File: src/hw/ctrl_isa_pkg.sv
package ctrl_isa_pkg;

  // instruction word layout, msb first
  // [31:30] class, [29:27] sub, [26] form, [25:22] y1, [21:18] a, [17:14] b, [13:0] imm
  localparam int class_w   = 2;
  localparam int sub_w     = 3;
  localparam int reg_sel_w = 4;
  localparam int imm_w     = 14;

  // class codes from bits 31:30
  localparam logic [class_w-1:0] class_ls      = 2'b00;
  localparam logic [class_w-1:0] class_special = 2'b01;
  localparam logic [class_w-1:0] class_arith   = 2'b10;
  localparam logic [class_w-1:0] class_jump    = 2'b11;

  typedef enum logic [class_w-1:0] {
    ic_ls      = class_ls,
    ic_special = class_special,
    ic_arith   = class_arith,
    ic_jump    = class_jump
  } instr_class_t;

  // highest legal opcode and compare code
  localparam logic [sub_w-1:0] alu_op_max = 3'd5;
  localparam logic [sub_w-1:0] cmp_op_max = 3'd5;

  // special sub-codes
  localparam logic [sub_w-1:0] sp_nop  = 3'b000;
  localparam logic [sub_w-1:0] sp_halt = 3'b001;

  // bit positions of store and load inside the sub field
  localparam int sub_st_bit = 2;
  localparam int sub_ld_bit = 1;

  // for load/store words, f_y1 carries the register address
  // and f_a the memory base select
  typedef struct packed {
    instr_class_t         iclass;
    logic [sub_w-1:0]     sub;
    logic                 form;
    logic [reg_sel_w-1:0] f_y1;
    logic [reg_sel_w-1:0] f_a;
    logic [reg_sel_w-1:0] f_b;
    logic [imm_w-1:0]     imm;
  } instr_t;

endpackage

File: src/hw/ctrl_sig_pkg.sv
package ctrl_sig_pkg;

  import ctrl_isa_pkg::*;

  localparam int word_w = 32;

  // reg_write encodings
  localparam logic [1:0] rw_none = 2'b00;
  localparam logic [1:0] rw_alu  = 2'b01;
  localparam logic [1:0] rw_mem  = 2'b10;

  typedef struct packed {
    logic [sub_w-1:0]     opcode;
    logic                 form;
    logic [reg_sel_w-1:0] a_select;
    logic [reg_sel_w-1:0] b_select;
    logic [reg_sel_w-1:0] y1_select;
    logic                 const_c;
    logic [word_w-1:0]    constant;
    logic [1:0]           reg_write;
  } alu_ctrl_t;

  typedef struct packed {
    logic                 ld;
    logic                 st;
    logic [reg_sel_w-1:0] reg_addr;
    logic [reg_sel_w-1:0] mem_loca_addr;
  } mem_ctrl_t;

  typedef struct packed {
    logic [sub_w-1:0] compare_op;
    logic             condition;
  } branch_ctrl_t;

  typedef enum logic [2:0] {
    halt_s,
    read_ins,
    do_s,
    wait_load,
    wait_store,
    trap_s
  } ctrl_state_t;

endpackage

File: src/hw/alu_instr_decoder.sv
`timescale 1ns/1ps

module alu_instr_decoder
  import ctrl_isa_pkg::*, ctrl_sig_pkg::*;
(
  input  instr_t       instr,
  output alu_ctrl_t    alu_ctrl,
  output branch_ctrl_t branch_ctrl,
  output logic         invalid
);

  logic [word_w-1:0] imm_zext;
  logic [word_w-1:0] imm_sext;

  assign imm_zext = {{(word_w-imm_w){1'b0}}, instr.imm};
  assign imm_sext = {{(word_w-imm_w){instr.imm[imm_w-1]}}, instr.imm};

  always_comb begin
    alu_ctrl    = '0;
    branch_ctrl = '0;
    invalid     = 1'b0;

    case (instr.iclass)
      ic_arith: begin
        alu_ctrl.opcode    = instr.sub;
        alu_ctrl.form      = instr.form;
        alu_ctrl.a_select  = instr.f_a;
        alu_ctrl.b_select  = instr.f_b;
        alu_ctrl.y1_select = instr.f_y1;
        // immediate form takes the constant as operand
        alu_ctrl.const_c   = instr.form;
        alu_ctrl.constant  = imm_zext;
        alu_ctrl.reg_write = rw_alu;
        invalid            = instr.sub > alu_op_max;
      end

      ic_jump: begin
        branch_ctrl.compare_op = instr.sub;
        branch_ctrl.condition  = instr.form;
        // operands for the compare, offset for the target
        alu_ctrl.a_select      = instr.f_a;
        alu_ctrl.b_select      = instr.f_b;
        alu_ctrl.constant      = imm_sext;
        alu_ctrl.reg_write     = rw_none;
        invalid                = instr.sub > cmp_op_max;
      end

      // load/store and special words belong to the other decoder
      default: begin
        invalid = 1'b0;
      end
    endcase
  end

endmodule

File: src/hw/control_fsm.sv
`timescale 1ns/1ps

module control_fsm
  import ctrl_isa_pkg::*, ctrl_sig_pkg::*;
(
  input  logic         clk,
  input  logic         reset,
  input  logic         go,
  input  logic         halt,
  input  instr_class_t instr_class,
  input  logic         is_ld,
  input  logic         is_st,
  input  logic         halt_req,
  input  logic         invalid,
  input  logic         wait_instr,
  input  logic         wait_data,
  input  logic         instr_segv,
  input  logic         data_segv,
  output ctrl_state_t  state
);

  ctrl_state_t state_next;
  logic        is_mem;

  assign is_mem = instr_class == ic_ls;

  always_ff @(posedge clk) begin
    if (reset) begin
      state <= halt_s;
    end else begin
      state <= state_next;
    end
  end

  always_comb begin
    state_next = state;

    case (state)
      halt_s: begin
        if (go) begin
          state_next = read_ins;
        end
      end

      read_ins: begin
        // a fetch fault wins over a pending wait
        if (instr_segv) begin
          state_next = trap_s;
        end else if (!wait_instr) begin
          state_next = do_s;
        end
      end

      do_s: begin
        if (invalid) begin
          state_next = trap_s;
        end else if (is_mem && is_ld) begin
          state_next = wait_load;
        end else if (is_mem && is_st) begin
          state_next = wait_store;
        end else if (halt_req || halt) begin
          state_next = halt_s;
        end else begin
          state_next = read_ins;
        end
      end

      wait_load, wait_store: begin
        if (data_segv) begin
          state_next = trap_s;
        end else if (!wait_data) begin
          state_next = halt ? halt_s : read_ins;
        end
      end

      // only reset leaves the trap
      trap_s: begin
        state_next = trap_s;
      end

      default: begin
        state_next = halt_s;
      end
    endcase
  end

endmodule

File: src/hw/control_path.sv
`timescale 1ns/1ps

module control_path
  import ctrl_isa_pkg::*, ctrl_sig_pkg::*;
(
  input  logic         clk,
  input  logic         reset,
  input  logic         go,
  input  logic         halt,
  input  instr_t       instruction,
  input  logic         wait_instr,
  input  logic         wait_data,
  input  logic         instr_segv,
  input  logic         data_segv,
  output logic         exec,
  output logic         pc_inc,
  output logic         jump,
  output logic         trapped,
  output alu_ctrl_t    alu_ctrl,
  output branch_ctrl_t branch_ctrl,
  output mem_ctrl_t    mem_ctrl
);

  instr_t       instr_reg;
  ctrl_state_t  state;

  alu_ctrl_t    arith_alu;
  branch_ctrl_t arith_branch;
  logic         arith_invalid;

  alu_ctrl_t    mem_alu;
  mem_ctrl_t    mem_dec;
  logic         mem_halt_req;
  logic         mem_invalid;

  logic         sel_arith;
  logic         invalid;
  logic         valid_exec;
  logic         is_jump;

  // fetched word, captured on the edge where the memory stops waiting
  always_ff @(posedge clk) begin
    if (state == read_ins && !wait_instr) begin
      instr_reg <= instruction;
    end
  end

  alu_instr_decoder alu_instr_decoder_i (
    .instr       (instr_reg),
    .alu_ctrl    (arith_alu),
    .branch_ctrl (arith_branch),
    .invalid     (arith_invalid)
  );

  mem_instr_decoder mem_instr_decoder_i (
    .instr    (instr_reg),
    .mem_ctrl (mem_dec),
    .alu_ctrl (mem_alu),
    .halt_req (mem_halt_req),
    .invalid  (mem_invalid)
  );

  // bit 31 splits arith/jump from load-store/special
  assign sel_arith = instr_reg.iclass[1];
  assign invalid   = sel_arith ? arith_invalid : mem_invalid;

  control_fsm control_fsm_i (
    .clk         (clk),
    .reset       (reset),
    .go          (go),
    .halt        (halt),
    .instr_class (instr_reg.iclass),
    .is_ld       (instr_reg.sub[sub_ld_bit]),
    .is_st       (instr_reg.sub[sub_st_bit]),
    .halt_req    (mem_halt_req),
    .invalid     (invalid),
    .wait_instr  (wait_instr),
    .wait_data   (wait_data),
    .instr_segv  (instr_segv),
    .data_segv   (data_segv),
    .state       (state)
  );

  assign valid_exec = state == do_s && !invalid;
  assign is_jump    = instr_reg.iclass == ic_jump;

  assign exec    = valid_exec;
  assign pc_inc  = valid_exec && !is_jump;
  assign jump    = valid_exec && is_jump;
  assign trapped = state == trap_s;

  always_comb begin
    alu_ctrl = sel_arith ? arith_alu : mem_alu;
    // no register write outside a good execute cycle
    if (!valid_exec) begin
      alu_ctrl.reg_write = rw_none;
    end
  end

  assign branch_ctrl = arith_branch;

  always_comb begin
    mem_ctrl    = mem_dec;
    // ld/st held from execute through the matching wait
    mem_ctrl.ld = mem_dec.ld && (valid_exec || state == wait_load);
    mem_ctrl.st = mem_dec.st && (valid_exec || state == wait_store);
  end

endmodule

File: src/hw/mem_instr_decoder.sv
`timescale 1ns/1ps

module mem_instr_decoder
  import ctrl_isa_pkg::*, ctrl_sig_pkg::*;
(
  input  instr_t    instr,
  output mem_ctrl_t mem_ctrl,
  output alu_ctrl_t alu_ctrl,
  output logic      halt_req,
  output logic      invalid
);

  logic st_bit;
  logic ld_bit;

  assign st_bit = instr.sub[sub_st_bit];
  assign ld_bit = instr.sub[sub_ld_bit];

  always_comb begin
    mem_ctrl = '0;
    alu_ctrl = '0;
    halt_req = 1'b0;
    invalid  = 1'b0;

    case (instr.iclass)
      ic_ls: begin
        mem_ctrl.ld            = ld_bit;
        mem_ctrl.st            = st_bit;
        mem_ctrl.reg_addr      = instr.f_y1;
        mem_ctrl.mem_loca_addr = instr.f_a;
        // address = base + offset through the alu adder
        alu_ctrl.opcode        = 3'd0;
        alu_ctrl.form          = 1'b1;
        alu_ctrl.a_select      = instr.f_a;
        alu_ctrl.const_c       = 1'b1;
        alu_ctrl.constant      = {{(word_w-imm_w){1'b0}}, instr.imm};
        alu_ctrl.reg_write     = ld_bit ? rw_mem : rw_none;
        // exactly one of load and store
        invalid                = ld_bit == st_bit;
      end

      ic_special: begin
        case (instr.sub)
          sp_nop:  halt_req = 1'b0;
          sp_halt: halt_req = 1'b1;
          default: invalid  = 1'b1;
        endcase
      end

      default: begin
        invalid = 1'b0;
      end
    endcase
  end

endmodule

File: config.mk
export PLATFORM = sky130hd
export DESIGN_NAME = control_path
export DESIGN_NICKNAME = d
export VERILOG_FILES = /design/src/hw/ctrl_isa_pkg.sv /design/src/hw/ctrl_sig_pkg.sv /design/src/hw/alu_instr_decoder.sv /design/src/hw/control_fsm.sv /design/src/hw/control_path.sv /design/src/hw/mem_instr_decoder.sv
export SDC_FILE = /design/constraint.sdc
export NUM_CORES = 1
export LEC_CHECK = 0
export ABC_AREA = 1
export BUFFER_PORTS_ARGS = -buffer_cell sky130_fd_sc_hd__buf_2
export CORE_MARGIN = 10
export CORE_UTILIZATION = 51
export DETAILED_ROUTE_END_ITERATION = 12
export GPL_ROUTABILITY_DRIVEN = 1
export PLACE_DENSITY_LB_ADDON = 0.08
export RECOVER_POWER = 50
export SLEW_MARGIN = 30
export SYNTH_ARGS = -nofsm -noshare
export SYNTH_HDL_FRONTEND = slang
export SYNTH_HIERARCHICAL = 1
export SYNTH_SLANG_ARGS = --single-unit
File: constraint.sdc
create_clock -name clk -period 5.7 [get_ports clk]
set_clock_uncertainty 0.1 [all_clocks]
set_input_delay 0.285 -clock clk [delete_from_list [all_inputs] [get_ports clk]]
set_output_delay 0.285 -clock clk [all_outputs]
set_load 0.01 [all_outputs]
==> results of run 1 <==
layout make-up:
class / instances / area [µm²] / share of cell area (%)
repair buffers: 110 / 546 / 15.9
flip-flops and latches: 35 / 1020 / 29.7
well taps: 75 / 93.8 / 2.73
clock buffers: 5 / 68.8 / 2.00
multi-input cells: 315 / 1370 / 40.0
inverters: 75 / 289 / 8.42
clock inverters: 3 / 43.8 / 1.28
path summary, 6_finish.rpt:
check                           cells past startpoint                                   to  slack (ns)
worst max-delay path                                6                         alu_ctrl[16]        2.95
worst min-delay path                                1              instr_reg[12]$_DFFE_PP_        0.06
worst max register to register                      3              instr_reg[28]$_DFFE_PP_        2.97
worst min register to register                      2  control_fsm_i/state[2]$_SDFFE_PP0P_        0.46
per-stage QoR:
step	util, %	hold slack (ns)	instance area [µm²]	instances	power (mW)
after floorplan	-	0.254	3250	496	0.700
after global placement	56.0	0.361	3340	610	0.757
after detailed placement	56.0	0.363	3340	610	0.765
after CTS	57.9	0.0500	3450	618	0.993
after global routing	57.7	0.0511	3430	618	1.06
final	57.7	0.0592	3430	618	0.977
cells in the final DEF (no fill, tap or decap):
master / count
buf_2: 103
nand3_1: 8
nor4_1: 1
inv_1: 73
nand3b_2: 1
nand3b_1: 2
a21oi_2: 5
nand2_2: 3
clkinv_4: 1
inv_6: 1
nand2_4: 4
nor2_2: 21
ha_1: 1
a21oi_1: 4
nor2_1: 26
o21ai_0: 1
edfxtp_1: 32
nand4_1: 1
clkbuf_8: 5
nor2_4: 3
o22ai_1: 1
o211ai_1: 1
bufinv_16: 1
nor3_1: 1
conb_1: 31
inv_4: 1
buf_4: 1
clkbuf_1: 6
dfxtp_1: 3
nand2_1: 200
clkinv_2: 1
metal layers:
| layer | vias up | track usage [%] |
|---|---|---|
| li1 | 1441 | - |
| met1 | 1115 | 16.7 |
| met2 | 83 | 22.3 |
| met3 | 6 | 5.31 |
| met4 | 0 | 3.97 |
| met5 | - | 0 |
power by group:
| group | internal (mW) | total, mW | switching [mW] |
|---|---|---|---|
| Combinational | 0.130 | 0.384 | 0.254 |
| Clock | 0.130 | 0.226 | 0.0957 |
| Sequential | 0.335 | 0.367 | 0.0326 |
| Total | 0.595 | 0.977 | 0.382 |
cells by family after synthesis:
| kind of cell | Yosys count | share of synthesized area, % |
|---|---|---|
| buffers and inverters | 146 | 27.4 |
| adders and majority gates | 1 | 0.398 |
| DFF | 35 | 32.5 |
| and+or+nand+nor | 271 | 36.9 |
| AOI/OAI and AO/OA | 12 | 2.63 |
| other | 2 | 0.239 |
Yosys cell counts, drive strengths merged:
cell type / instances / share of area [%]
edfxtp: 32 / 31
nor2: 50 / 8.3
inv: 75 / 9.2
o211ai: 1 / 0.24
nand3: 8 / 1.3
ha: 1 / 0.40
nand4: 1 / 0.20
nand2: 207 / 26
nor3: 1 / 0.16
nand3b: 3 / 0.84
conb: 2 / 0.24
dfxtp: 3 / 1.9
o21ai: 1 / 0.16
o22ai: 1 / 0.20
nor4: 1 / 0.20
a21oi: 9 / 2.0
buf: 71 / 18
==> results, run 1 <==
- The worst stage delay on the critical path is 0.63 ns.
- The initial antenna violation count came to 0.
- The post-layout minimum cycle time is 2.75 ns.
- Counting every instance in the synthesized netlist gives 467.
- The average size of a mapped cell is 6.73 µm².
- The total wire length after detailed routing is 6.90 mm.
- The residual antenna-violating net count after detailed routing is 0.
- The netlist area before placement is 3140 µm².
- The number of I/O pins is 109.
- The family of cells with the greatest summed delay on the critical path is simple AND/OR/NAND/NOR gates.
- The maximum operating frequency is 364 MHz.
- The endpoint class of the critical path is a primary output.
- After synthesis, flip-flops and latches occupy 32.5% of the total area.
- The met1 wire length is 2.93 mm.
- Summed over all nets, wire length on met2 after detailed routing comes to 3.28 mm.
- In this run, distinct cell masters in the synthesized netlist total 29.
- At the pin with the least slew margin, the transition time is 1.73 ns.
- The clock tree from TritonCTS is yes.
- The pre-antenna-repair detailed-routing pass consisted of 4 iterations.
- The final routed DRC violation total is 0.
- In this run the horizontal extent of the chip is 98.5 µm.
- The origin of the worst setup path is instr_reg[31]$_DFFE_PP_.
- The checks that failed: capacitance limit, slew limit.
- The count of buffers added on input and output ports is 108.
- The number of sinks handled by clock tree synthesis is 35.
- The relative area change from synthesis to final layout is 9.28%.
- The startpoint identified for the worst register-to-register timing path is control_fsm_i/state[0]$_SDFFE_PP0P_.
- The share of cells above drive strength 1 is 27.8%.
- The full die area is 9700 µm².
- Global routing finished with a remaining overflow of 0.
- The DRC marker count from the first detailed-route iteration is 118.
- The root buffer cell chosen for the clock tree is clkbuf_8.
- The setup TNS is 0 ns.
- In this run the vertical extent of the chip is 98.5 µm.
- Traced cell by cell, the critical path runs through buf_4 -> nand2_1 -> nor2_2 -> nand2_1 -> nand2_1 -> buf_2.
- Across the run, the number of max-cap violations was 1.
- The core region area is 5960 µm².
- The run finished, with violations left.
- The cell at the slowest stage of the critical path is buf_4.
- The worst setup path is launched from a register.
- Setup slack closes at 2.95 ns.
- Entering global routing, the biggest net connects 84 pins.
- Global routing used 13.8% of the available tracks.
- Clock tree synthesis inserted a total of 5 buffers.
- The longest clock path from root to sink contains 2 buffers.
- The leakage power is 2.11 nW.
- The number of H-tree levels is 2.
- The worst pin sits at a relative slew slack of -15.3%.
- The worst hold path begins at instruction[12].
- The data arrival time of the critical path is 2.36 ns.
- The final net count is 583.
- The later pin in the worst-skew pair is clocked with a latency of 0.29 ns.
- The number of antenna diodes in the final layout is 0.
- The count of endpoints failing hold in the final timing report came to 0.
- Detailed placement ended at an HPWL of 5.33 mm.
- The clock-pin slew on the worst setup and hold paths is 0.08 ns.
- The number of rows created at floorplan is 28.
- The wire length per cell is 11.2 µm.
- The filler cell count is 602.
- Dividing total power by cell area gives a power density of 284 nW/µm².
- The number of instances resized during post-cts repair is 0.
- The maximum fanout along the worst path is 83.
- The number of global-route vias before repair is 2398.
- The number of buffers and inverters on the critical path is 2.
- The count of endpoints failing setup in the final report is 0.
- At the worst endpoint, the required time is 5.32 ns.
- The register with the most flip-flops in the layout has 32 of them.
- The max-slew violation count is 33.
- After synthesis the netlist holds a flip-flop and latch count of 35.
- The first-pass GRT wire length is 11.3 mm.
- The critical path class is register to primary output.
- The highest metal layer with signal wires is met4.
- Setup repair after global routing left no endpoint under its margin.
- The initial utilization of the core area, before any placement, comes to 52.8%.
- The length of routed met3 wiring is 636 µm.
- The post-CTS repair timing setup buffer count is 0.
- The peak ir drop on the vdd network is 264 µV.
- The routed layout has 2645 vias.
- The most numerous cell type found on the critical path is nand2_1.
- After layout, the worst path uses 48.2% of the clock period.
- For this run, the number of Yosys warnings is 6.
- The worst setup slack before clock tree synthesis is 3.03 ns.
- The via density per instance is 4.28.
- The final estimated routing congestion in global placement is 0.785.
- The number of buffers inserted by hold repair at cts is 0.
- The worst hold path class is input port to register.
Note: power is estimated with default switching activity, not from simulation.
==> run 2: changes to the inputs <==
--- a/config.mk
+++ b/config.mk
@@ -8,7 +8,7 @@
 export ABC_AREA = 1
 export BUFFER_PORTS_ARGS = -buffer_cell sky130_fd_sc_hd__buf_2
 export CORE_MARGIN = 10
-export CORE_UTILIZATION = 51
+export CORE_UTILIZATION = 46
 export DETAILED_ROUTE_END_ITERATION = 12
 export GPL_ROUTABILITY_DRIVEN = 1
 export PLACE_DENSITY_LB_ADDON = 0.08
==> constraint.sdc (replaced) <==
create_clock -name clk -period 2.2 [get_ports clk]
set_clock_uncertainty 0.1 [all_clocks]
set_input_delay 0.11 -clock clk [delete_from_list [all_inputs] [get_ports clk]]
set_output_delay 0.11 -clock clk [all_outputs]
set_load 0.01 [all_outputs]
==> results, run 2 (synthesis results as in run 1) <==
- The clock power share is 22.2%.
- The final design instance area without fill is 3840 µm².
- The internal power of the cells totals 1.60 mW.
- The floorplan has 30 rows.
- The required time of the critical path is 1.99 ns.
- In this run the power density over the cells is 679 nW/µm².
- The initial antenna violation count is 0.
- Summing all flip-flop and latch instances after layout gives 1020 µm².
- The detail route stage leaves a number of antenna-violating nets equal to 0.
- From synthesis to final layout, the design area changed by 22.1%.
- The highest metal layer with signal wires is met4.
- The wire length per cell is 11.0 µm.
- Summed over all nets, the half-perimeter wirelength after detailed placement is 5.42 mm.
- In this run the cell area measured after placement is 3400 µm².
- IR analysis of the VDD net gives a maximum drop of 437 µV.
- The die extent in x is 103 µm.
- The utilization after layout is 57.1%.
- The max-slew violation count is 0.
- Fill cells in the final layout number 651.
- The post-layout minimum cycle time is 2.02 ns.
- After detailed routing, the met3 layer carries 645 µm of wire.
- The endpoint of the worst hold-timing path is control_fsm_i/state[0]$_SDFFE_PP0P_.
- In the layout the commonest cells are nand2_1, buf_2, inv_1.
- The maximum operating frequency is 496 MHz.
- The critical path class is register to primary output.
- The run finished with clean final reports.
- The congestion estimate from routability-driven global placement came to 0.791.
- The multi-input logic area is 1390 µm².
- Setup repair after global routing left no endpoint under its margin.
- The first routing iteration left 88 violations.
- The maximum fanout along the worst path is 43.
- Clock-pin slew was measured on the worst setup and hold paths at 0.07 ns.
- The first-pass GRT wire length is 11.7 mm.
- The number of H-tree levels is 2.
- The final clock period utilization by the worst path is 91.6%.
- The max-cap violation count is 0.
- Of the total power, the share spent switching nets is 38.7%.
- For this design the total switching power over the nets is 1.01 mW.
- Sequential cells account for 36.6% of the total power.
- The worst hold path class is input port to register.
- The final net count is 623.
- The buffer cell driving the clock tree root is clkbuf_8.
- Detailed routing placed a total of 3.44 mm of wire on met2.
- The effective utilization at floorplan is 46.8%.
- The worst register-to-register path begins at control_fsm_i/state[0]$_SDFFE_PP0P_.
- The met1 wire length is 3.18 mm.
- For this block, the routed nets add up to 7.30 mm of wire.
- In this run the vertical extent of the chip is 103 µm.
- Across every metal layer, demand over resource in global routing totals 13.6%.
- The floorplan step defined a die boundary enclosing 10500 µm².
- The clock passes through at most 2 buffers.
- The worst reg-to-reg setup slack is 0.20 ns.
- Buffers inserted during clock tree synthesis total 5.
- The overall via count from detail_route is 2728.
- The flip-flop count of the largest register, all copies and words added is 32.
- Cells with a size suffix above 1 make up 27.1% of the layout.
- The count of endpoints failing hold in the final timing report is 0.
- TritonCTS built the clock tree.
- The worst hold path begins at halt.
- At the worst endpoint, the arrival time is 1.81 ns.
- The clock latency reported for the late side of the worst-skew pair is 0.28 ns.
- The number of global-route vias before repair is 2521.
- The number of cells on the worst reg-to-reg path is 3.
- In this run the critical register-to-register path is captured at instr_reg[3]$_DFFE_PP_.
- Leaving out fill and tap cells, the most frequent cell in the layout is nand2_1.
- The worst hold path passes through 6 cells.
- After routing, the total negative slack on setup checks comes to 0 ns.
- The count of endpoints failing setup in the final report is 0.
- The length of the first detailed-routing pass in iterations is 4.
- The endpoint class of the critical path is a primary output.
- The via density per instance is 4.11.
- The leakage power is 2.29 nW.
- The repair_antennas step left the layout with diodes totalling 0.
- The number of buffers added on ports is 108.
- In this run the count of I/O pins placed on the die edge is 109.
- The relative max-transition margin is 45.0%.
- Per report_power, the combinational group accounts for 41.2% of the total.
- After detailed routing, the number of remaining DRC violations is 0.
- The number of sinks handled by clock tree synthesis is 35.
- At the pin with the least slew margin, the transition time is 0.825 ns.
- The critical path startpoint category is a register.
- Global routing finished with a remaining overflow of 0.
- Entering global routing, the biggest net connects 44 pins.
- In this run the standard cell core region covers 6720 µm².
run 2: worst max-delay path, cell delays in order, from the launching register on:
cell	delay, ns
edfxtp_1	0.49
clkbuf_1	0.17
buf_4	0.38
nand2_1	0.11
inv_1	0.07
nand2_1	0.05
nand2_1	0.10
buf_2	0.14
run 2: cell type report:
class	instances	area share [%]
clock buffers	5	1.79
clock inverters	3	1.11
inverters	75	7.60
multi-input cells	315	36.1
flip-flops and latches	35	26.6
well taps	80	2.61
repair buffers	150	24.2
run 2: layer usage:
metal  vias to the layer above  global-route usage, %
li1                       1524                      -
met1                      1126                   16.2
met2                        73                   23.6
met3                         5                   4.29
met4                         0                   2.71
met5                         -                      0
run 2: how the worst max path moves through the flow:
stage / startpoint / endpoint / slack (ns) / cells past startpoint
3_3_place_gp: instr_reg[31]$_DFFE_PP_ / alu_ctrl[25] / 0.39 / 7
6_report: instr_reg[31]$_DFFE_PP_ / alu_ctrl[10] / 0.18 / 7
4_1_cts: instr_reg[31]$_DFFE_PP_ / alu_ctrl[25] / 0.04 / 7
5_1_grt: instr_reg[31]$_DFFE_PP_ / mem_ctrl[9] / 0.02 / 7
2_1_floorplan: control_fsm_i/state[0]$_SDFFE_PP0P_ / instr_reg[0]$_DFFE_PP_ / 0.04 / 2
3_5_place_dp: instr_reg[28]$_DFFE_PP_ / control_fsm_i/state[0]$_SDFFE_PP0P_ / 0.35 / 17
run 2: power groups by stage:
stage	clock network [mW]	registers (mW)	logic, mW
3_3_place_gp	0	0.965	1.04
5_1_grt	0.630	0.969	1.23
2_1_floorplan	0	0.949	0.869
4_1_cts	0.595	0.955	1.10
6_report	0.578	0.954	1.07
3_5_place_dp	0	0.971	1.05
run 2: repair_timing:
item                                    4_1_cts  5_1_grt
hold buffers                                 33        0
endpoints found under the setup margin        0       18
buffers inserted                              0        2
gates resized for setup                       0        1
hold endpoints to repair                     35        0
run 2: per-stage QoR:
step	hold WS, ns	power, mW	setup slack (ns)	instances
global route	0.117	2.83	0.0199	663
global placement	0.187	2.00	0.389	620
detailed placement	0.188	2.02	0.351	620
CTS	0.0607	2.65	0.0449	661
finish	0.0642	2.61	0.185	663
floorplan	0.0791	1.82	0.0369	496
